--- src/mvau_defines.svh ---
`ifndef MVAU_DEFINES_SVH
`define MVAU_DEFINES_SVH

// Elements per input slice
`define MVAU_SIMD 2
// Output lanes, one accumulator each
`define MVAU_PE 2
// Slices per input vector
`define MVAU_SF 4
// Filter passes over the same vector
`define MVAU_NF 3

// Signed activation, weight and accumulator widths
`define MVAU_TA 4
`define MVAU_TW 4
`define MVAU_TACC 16

// Weight memory holds SF x NF tiles
`define MVAU_WMEM_DEPTH 12
`define MVAU_WMEM_AW 4

// Counter widths for sf and nf
`define MVAU_SF_W 2
`define MVAU_NF_W 2

`endif

--- src/mvau_pkg.sv ---
`include "mvau_defines.svh"

package mvau_pkg;

   // Single signed activation element
   typedef logic signed [`MVAU_TA-1:0] act_t;
   // Single signed weight element
   typedef logic signed [`MVAU_TW-1:0] wgt_t;
   // Single signed accumulator
   typedef logic signed [`MVAU_TACC-1:0] acc_t;

   // One input slice of SIMD activations
   typedef act_t [`MVAU_SIMD-1:0] act_vec_t;

   // One weight tile, PE rows of SIMD weights, one memory word
   typedef wgt_t [`MVAU_PE-1:0][`MVAU_SIMD-1:0] wgt_tile_t;

   // One output group of PE accumulators
   typedef acc_t [`MVAU_PE-1:0] acc_vec_t;

   // Per-cycle control flags from the control block
   typedef struct packed {
      logic do_mvau;
      logic sf_first;
      logic sf_last;
      logic replay;
   } mvau_ctrl_t;

   // Request on the single weight memory port
   typedef struct packed {
      logic                     we;
      logic [`MVAU_WMEM_AW-1:0] addr;
      wgt_tile_t                wdata;
   } wmem_req_t;

   // External weight load write
   typedef struct packed {
      logic [`MVAU_WMEM_AW-1:0] addr;
      wgt_tile_t                data;
   } wload_t;

endpackage

--- src/mvau_control_block.sv ---
`timescale 1ns/1ps
`include "mvau_defines.svh"

module mvau_control_block
   import mvau_pkg::*;
(
   input  logic                     clk,
   input  logic                     rst_n,
   input  logic                     in_v,
   output mvau_ctrl_t               ctrl,
   output logic [`MVAU_WMEM_AW-1:0] wmem_addr,
   output logic                     busy
);

   localparam int SF    = `MVAU_SF;
   localparam int NF    = `MVAU_NF;
   localparam int SF_W  = `MVAU_SF_W;
   localparam int NF_W  = `MVAU_NF_W;
   localparam int AW    = `MVAU_WMEM_AW;
   localparam int DEPTH = `MVAU_WMEM_DEPTH;

   logic [SF_W-1:0] sf_cnt;
   logic [NF_W-1:0] nf_cnt;
   logic            replay;
   logic            do_mvau;
   logic            sf_wrap;
   logic            nf_wrap;

   // Passes after the first run from the stored slices
   assign replay  = (nf_cnt != '0);
   // Compute on fresh input or while replaying
   assign do_mvau = in_v | replay;
   assign sf_wrap = (sf_cnt == SF_W'(SF - 1));
   assign nf_wrap = (nf_cnt == NF_W'(NF - 1));

   assign busy = replay;

   // Flags describe the slice handled in this cycle
   assign ctrl.do_mvau  = do_mvau;
   assign ctrl.sf_first = (sf_cnt == '0);
   assign ctrl.sf_last  = sf_wrap;
   assign ctrl.replay   = replay;

   // Slice counter, one step per compute cycle
   always_ff @(posedge clk) begin
      if (!rst_n) begin
         sf_cnt <= '0;
      end else if (do_mvau) begin
         sf_cnt <= sf_wrap ? '0 : sf_cnt + 1'b1;
      end
   end

   // Filter pass counter bumps when a slice sweep ends
   always_ff @(posedge clk) begin
      if (!rst_n) begin
         nf_cnt <= '0;
      end else if (do_mvau && sf_wrap) begin
         nf_cnt <= nf_wrap ? '0 : nf_cnt + 1'b1;
      end
   end

   // Weight tile address walks nf*SF+sf in order
   always_ff @(posedge clk) begin
      if (!rst_n) begin
         wmem_addr <= '0;
      end else if (do_mvau) begin
         wmem_addr <= (wmem_addr == AW'(DEPTH - 1)) ? '0 : wmem_addr + 1'b1;
      end
   end

endmodule

--- src/mvau_input_buffer.sv ---
`timescale 1ns/1ps
`include "mvau_defines.svh"

module mvau_input_buffer
   import mvau_pkg::*;
(
   input  logic       clk,
   input  logic       rst_n,
   input  mvau_ctrl_t ctrl,
   input  act_vec_t   in_data,
   output act_vec_t   act
);

   localparam int SF   = `MVAU_SF;
   localparam int SF_W = `MVAU_SF_W;

   // One entry per slice of the current vector
   act_vec_t        slices [SF];
   logic [SF_W-1:0] idx;

   // Own slice index, realigned by the last-slice flag
   always_ff @(posedge clk) begin
      if (!rst_n) begin
         idx <= '0;
      end else if (ctrl.do_mvau) begin
         idx <= ctrl.sf_last ? '0 : idx + 1'b1;
      end
   end

   // First pass stores fresh input
   always_ff @(posedge clk) begin
      if (ctrl.do_mvau && !ctrl.replay) begin
         slices[idx] <= in_data;
      end
   end

   // Registered output lines up with the memory read latency
   // Fresh slice forwarded on the first pass, stored one on replay
   always_ff @(posedge clk) begin
      if (ctrl.do_mvau) begin
         act <= ctrl.replay ? slices[idx] : in_data;
      end
   end

endmodule

--- src/mvau_wmem_arbiter.sv ---
`timescale 1ns/1ps
`include "mvau_defines.svh"

module mvau_wmem_arbiter
   import mvau_pkg::*;
(
   input  logic                     clk,
   input  logic                     rst_n,
   input  mvau_ctrl_t               ctrl,
   input  logic [`MVAU_WMEM_AW-1:0] rd_addr,
   input  logic                     wload_v,
   input  wload_t                   wload,
   output wmem_req_t                req,
   output logic                     wload_pend
);

   // One-entry slot for a write that lost to compute
   logic   pend_v;
   wload_t pend;
   logic   park;

   // Collision with compute and the slot is free
   assign park = ctrl.do_mvau & wload_v & ~pend_v;

   assign wload_pend = pend_v;

   // Port grant, compute first, then parked, then fresh write
   always_comb begin
      req       = '0;
      req.addr  = rd_addr;
      if (!ctrl.do_mvau) begin
         if (pend_v) begin
            req.we    = 1'b1;
            req.addr  = pend.addr;
            req.wdata = pend.data;
         end else if (wload_v) begin
            req.we    = 1'b1;
            req.addr  = wload.addr;
            req.wdata = wload.data;
         end
      end
   end

   // Slot fills on collision, empties on the first free cycle
   // A write arriving while the slot is full is lost
   always_ff @(posedge clk) begin
      if (!rst_n) begin
         pend_v <= 1'b0;
      end else if (park) begin
         pend_v <= 1'b1;
      end else if (!ctrl.do_mvau) begin
         pend_v <= 1'b0;
      end
   end

   always_ff @(posedge clk) begin
      if (park) begin
         pend <= wload;
      end
   end

endmodule

--- src/mvau_weight_mem.sv ---
`timescale 1ns/1ps
`include "mvau_defines.svh"

module mvau_weight_mem
   import mvau_pkg::*;
(
   input  logic      clk,
   input  wmem_req_t req,
   output wgt_tile_t rdata
);

   localparam int DEPTH = `MVAU_WMEM_DEPTH;

   // One tile per word
   wgt_tile_t mem [DEPTH];

   // Writes past the last tile are ignored
   always_ff @(posedge clk) begin
      if (req.we && (int'(req.addr) < DEPTH)) begin
         mem[req.addr] <= req.wdata;
      end
   end

   // Read data one cycle after the request
   always_ff @(posedge clk) begin
      rdata <= mem[req.addr];
   end

endmodule

--- src/mvau_pe_array.sv ---
`timescale 1ns/1ps
`include "mvau_defines.svh"

module mvau_pe_array
   import mvau_pkg::*;
(
   input  logic       clk,
   input  logic       rst_n,
   input  mvau_ctrl_t ctrl,
   input  act_vec_t   act,
   input  wgt_tile_t  wgt,
   output logic       out_v,
   output acc_vec_t   out_data
);

   localparam int PE   = `MVAU_PE;
   localparam int SIMD = `MVAU_SIMD;
   localparam int PW   = `MVAU_TA + `MVAU_TW;

   // Flags delayed to meet the slice and tile arriving a cycle late
   mvau_ctrl_t ctrl_q;
   acc_vec_t   acc;
   acc_vec_t   acc_nxt;

   always_ff @(posedge clk) begin
      if (!rst_n) begin
         ctrl_q <= '0;
      end else begin
         ctrl_q <= ctrl;
      end
   end

   // Per lane dot product over SIMD, added to the running sum
   always_comb begin : lane_sum
      logic signed [PW-1:0] prod;
      for (int p = 0; p < PE; p++) begin
         acc_nxt[p] = ctrl_q.sf_first ? '0 : acc[p];
         for (int s = 0; s < SIMD; s++) begin
            prod       = $signed(act[s]) * $signed(wgt[p][s]);
            acc_nxt[p] = acc_nxt[p] + prod;
         end
      end
   end

   always_ff @(posedge clk) begin
      if (ctrl_q.do_mvau) begin
         acc <= acc_nxt;
      end
      // Group finished on the last slice of a pass
      if (ctrl_q.do_mvau && ctrl_q.sf_last) begin
         out_data <= acc_nxt;
      end
   end

   always_ff @(posedge clk) begin
      if (!rst_n) begin
         out_v <= 1'b0;
      end else begin
         out_v <= ctrl_q.do_mvau & ctrl_q.sf_last;
      end
   end

endmodule

--- src/mvau_top.sv ---
`timescale 1ns/1ps
`include "mvau_defines.svh"

module mvau_top
   import mvau_pkg::*;
(
   input  logic     clk,
   input  logic     rst_n,
   input  logic     in_v,
   input  act_vec_t in_data,
   input  logic     wload_v,
   input  wload_t   wload,
   output logic     out_v,
   output acc_vec_t out_data,
   output logic     busy,
   output logic     wload_pend
);

   mvau_ctrl_t               ctrl;
   logic [`MVAU_WMEM_AW-1:0] wmem_addr;
   wmem_req_t                req;
   wgt_tile_t                rdata;
   act_vec_t                 act;

   // Counters, flags and read address
   mvau_control_block u_ctrl (
      .clk       (clk),
      .rst_n     (rst_n),
      .in_v      (in_v),
      .ctrl      (ctrl),
      .wmem_addr (wmem_addr),
      .busy      (busy)
   );

   // Slice capture and replay
   mvau_input_buffer u_ibuf (
      .clk     (clk),
      .rst_n   (rst_n),
      .ctrl    (ctrl),
      .in_data (in_data),
      .act     (act)
   );

   // Compute reads and load writes share one port
   mvau_wmem_arbiter u_arb (
      .clk        (clk),
      .rst_n      (rst_n),
      .ctrl       (ctrl),
      .rd_addr    (wmem_addr),
      .wload_v    (wload_v),
      .wload      (wload),
      .req        (req),
      .wload_pend (wload_pend)
   );

   mvau_weight_mem u_wmem (
      .clk   (clk),
      .req   (req),
      .rdata (rdata)
   );

   mvau_pe_array u_pe (
      .clk      (clk),
      .rst_n    (rst_n),
      .ctrl     (ctrl),
      .act      (act),
      .wgt      (rdata),
      .out_v    (out_v),
      .out_data (out_data)
   );

endmodule

--- config.mk ---
export PLATFORM = sky130hd
export DESIGN_NAME = mvau_top
export DESIGN_NICKNAME = d
export VERILOG_FILES = /design/src/mvau_pkg.sv /design/src/mvau_control_block.sv /design/src/mvau_input_buffer.sv /design/src/mvau_wmem_arbiter.sv /design/src/mvau_weight_mem.sv /design/src/mvau_pe_array.sv /design/src/mvau_top.sv
export VERILOG_INCLUDE_DIRS = /design/src /design/src/src
export SDC_FILE = /design/constraint.sdc
export NUM_CORES = 1
export LEC_CHECK = 0
export ABC_AREA = 1
export ABC_CLOCK_PERIOD_IN_PS = 6100
export BUFFER_PORTS_ARGS = -buffer_cell sky130_fd_sc_hd__buf_2
export CORE_UTILIZATION = 45
export CTS_BUF_LIST = sky130_fd_sc_hd__clkbuf_16
export DETAILED_ROUTE_END_ITERATION = 10
export PLACE_DENSITY_LB_ADDON = 0.08
export SYNTH_ARGS = -nofsm -noshare
export SYNTH_HDL_FRONTEND = slang
export SYNTH_SLANG_ARGS = --single-unit
--- constraint.sdc ---
create_clock -name clk -period 6.1 [get_ports clk]
set_input_delay 0 -clock clk [delete_from_list [all_inputs] [get_ports clk]]
set_output_delay 0 -clock clk [all_outputs]
set_load 0.02 [all_outputs]
==> metrics.csv <==
metric;value;unit
FF-to-FF End;u_pe.acc[14]$_DFFE_PP_;
grt met2 use;36.7;%
dpl cell area;0.0205;mm^2
Initial Util;46.1;%
final setup fails;0;
nets@finish;2210;
status;completed;
Post-synth EDFFs;316;
main flop type after synthesis;edfxtp_1;
top cells by area, synth;edfxtp_1 (49%), fa_1 (14%), nand2_1 (11%);
DRC violations left;0;
GP Congestion;0.892;
Diodes inserted;0;
Worst Setup Start Kind;flip-flop;
CTS Root Cell;clkbuf_16;
sequential-to-total area share from yosys stat;51.7;%
crit-path max cell delay;0.55;ns
CP required;6.40;ns
relative slew slack;20.2;%
hold crit path type;in -> reg;
critical path endpoint category;flip-flop;
Post-CTS Setup Bufs;0;
row cnt;75;
drt wl/cell;17.6;um
CTS tree;yes;
Hold-fix buffers, CTS;30;
syn_area_per_cell;10.6;um^2
clock buffer depth;3;
Final Skew;0.0206;ns
core area;0.0424;mm^2
WP data arrival;5.33;ns
largest net degree at the start of global routing;85;
post-synthesis cell count;1848;
Worst Setup SP;u_ibuf.act[3]$_DFFE_PN_;
layout cells sized above 1;8.85;%
RSZ-0062 raised after global routing;false;
Final Hold Fails;0;
min cycle time layout;5.03;ns
register area;0.0101;mm^2
CTS buffer count;39;
slowest cell on the critical path;fa_1;
crit-path max FO;8;
Ports;67;
synthesis-to-finish area growth;13.1;%
initial antenna violation count;1;
H-tree Lvls;2;
grt met1 use;27.4;%
GRT Resource Usage Total;21.0;%
port bufs;66;
global-route wire length before repair;71.6;mm
Die W;210;um
kind of critical path;reg -> reg;
area occupied by multi-input gates;0.00846;mm^2
post_cts resized;0;
crit-path cells;nand2_1 -> inv_1 -> fa_1 -> inv_1 -> fa_1 -> inv_1 -> fa_1 -> fa_1 -> inv_1 -> fa_1 -> inv_1 -> ha_1 -> a21oi_1 -> nand2_1 -> a21boi_0 -> nand3b_1 -> nand2_1 -> nand2_1 -> nand2_1;
syn nets;2109;
Fillers;3847;
Vias/cell;4.95;
HPWL after DPL;29.8;mm
Final ANT Viol Nets;0;
WHS;0.163;ns
Synth async-reset ratio;0;%
DRT Pass-1 Iters;5;
CTS Sinks;347;
setup_tns;0;ns
GRT overflow;0;
Yosys top cell by area;edfxtp_1;
CP endpoint;u_pe.acc[14]$_DFFE_PP_;
Die ar.;0.0443;mm^2
DR vias;12700;
fin. max-slew vios;0;
Post-Route WL;45.0;mm
vias in the first global route;12900;
Syn. warnings;0;
max-cap violation count;0;
worst-margin pin slew;1.20;ns
met3 GRT Util;2.61;%
Reg-to-Reg Start;u_ibuf.act[3]$_DFFE_PN_;
DRT iter0 DRCs;715;
clk slew on worst S/H paths;0.06;ns
register bit total from synthesis;347;
period utilization;82.5;%
R2R Setup Slk;1.07;ns
fin area;0.0221;mm^2
FMAX;199;MHz
Netlist cell types;41;
mapped cell area;0.0195;mm^2
FF-to-FF path depth;19;
Die Y;210;um
top-area cell type share of the netlist area;48.5;%
Most Used Layer, Global Route;met2;
clk_lat worst skew;0.56;ns
## final cells by class
class                   instances  area share (%)
clock buffers                  39            4.42
clock inverters                30            1.32
inverters                     191            3.27
multi-input cells            1249            38.3
flip-flops and latches        347            45.8
well taps                     577            3.27
repair buffers                121            3.70
## kinds of logic (layout without fill, tap and decap cells)
family                     Yosys count  count (layout)  share of synthesized area (%)
adders and majority gates          229             229                           19.8
xor gates and xnor gates            39              39                           1.75
buffers and inverters              252             381                           5.26
muxes                                1               1                         0.0576
DFF                                347             347                           51.7
AOI/OAI and AO/OA                  120             120                           3.41
and+or+nand+nor                    860             860                           18.0
## placed cells by master, fill, tap and decap left out, types with 30 or more instances in the layout
cell,instances
clkbuf_16,39
fa_1,134
a21oi_1,54
o21ai_0,42
ha_1,95
edfxtp_1,316
inv_1,198
dlygate4sd3_1,30
nand3_1,149
nand2_1,571
dfxtp_1,30
buf_2,66
nor2_1,110
## worst min path at each step
stage,start,endpoint,slack [ns],cells after the start
final,wload[11],u_arb.pend[11]$_DFFE_PP_,0.16,2
after global routing,wload[12],u_arb.pend[12]$_DFFE_PP_,0.15,2
after CTS,wload[19],u_arb.pend[19]$_DFFE_PP_,0.13,2
after detailed placement,wload[6],u_arb.pend[6]$_DFFE_PP_,0.20,1
after global placement,wload[12],u_arb.pend[12]$_DFFE_PP_,0.20,1
after floorplan,rst_n,u_pe.ctrl_q[2]$_SDFF_PN0_,0.09,2
## state kept, by name (all words and copies together), names as in the netlist, 4 cells and up
signal	flops
u_wmem.mem	192
u_ibuf.slices	32
u_pe.acc	32
u_pe.out_data	32
u_arb.pend	20
u_wmem.rdata	16
u_ibuf.act	8
u_ctrl.wmem_addr	4
## synthesized netlist by cell type (3+ instances only)
library cell / number
edfxtp_1: 316
clkbuf_1: 34
a21o_1: 3
inv_1: 184
nand2_2: 4
nor2_1: 111
buf_2: 17
nor3_1: 9
inv_2: 4
o21bai_1: 3
xnor2_1: 13
nand3_1: 149
buf_6: 5
ha_1: 95
nand2_4: 4
nand4_1: 3
xor2_1: 26
a21oi_1: 54
nand2_1: 571
dfxtp_1: 31
buf_4: 5
o21ai_0: 42
fa_1: 134
a31oi_1: 7
## through the flow
stage | utilization (%) | cells | worst slack (ns)
finish | 52.1 | 2554 | 1.07
global route | 52.1 | 2554 | 0.661
floorplan | - | 1848 | 1.48
global placement | 48.4 | 2455 | 1.14
detailed placement | 48.4 | 2455 | 1.09
CTS | 52.1 | 2554 | 1.05
## metal layers
layer	vias up	wire [um]	part of all wire [%]
li1	6251	-	-
met1	6119	20100	45
met2	221	22500	50
met3	60	1370	3.0
met4	0	998	2.2
met5	-	0	0
## critical path: cells and delay by family (launching register included)
kind	cells	cell delay, ns
buffers and inverters	5	0.31
DFF	1	0.50
and+or+nand+nor	6	0.71
adders and majority gates	6	2.78
AOI/OAI and AO/OA	2	0.49
Power is not shown: default switching activity piles up to over one toggle a cycle in this logic, so the estimate is an artifact.
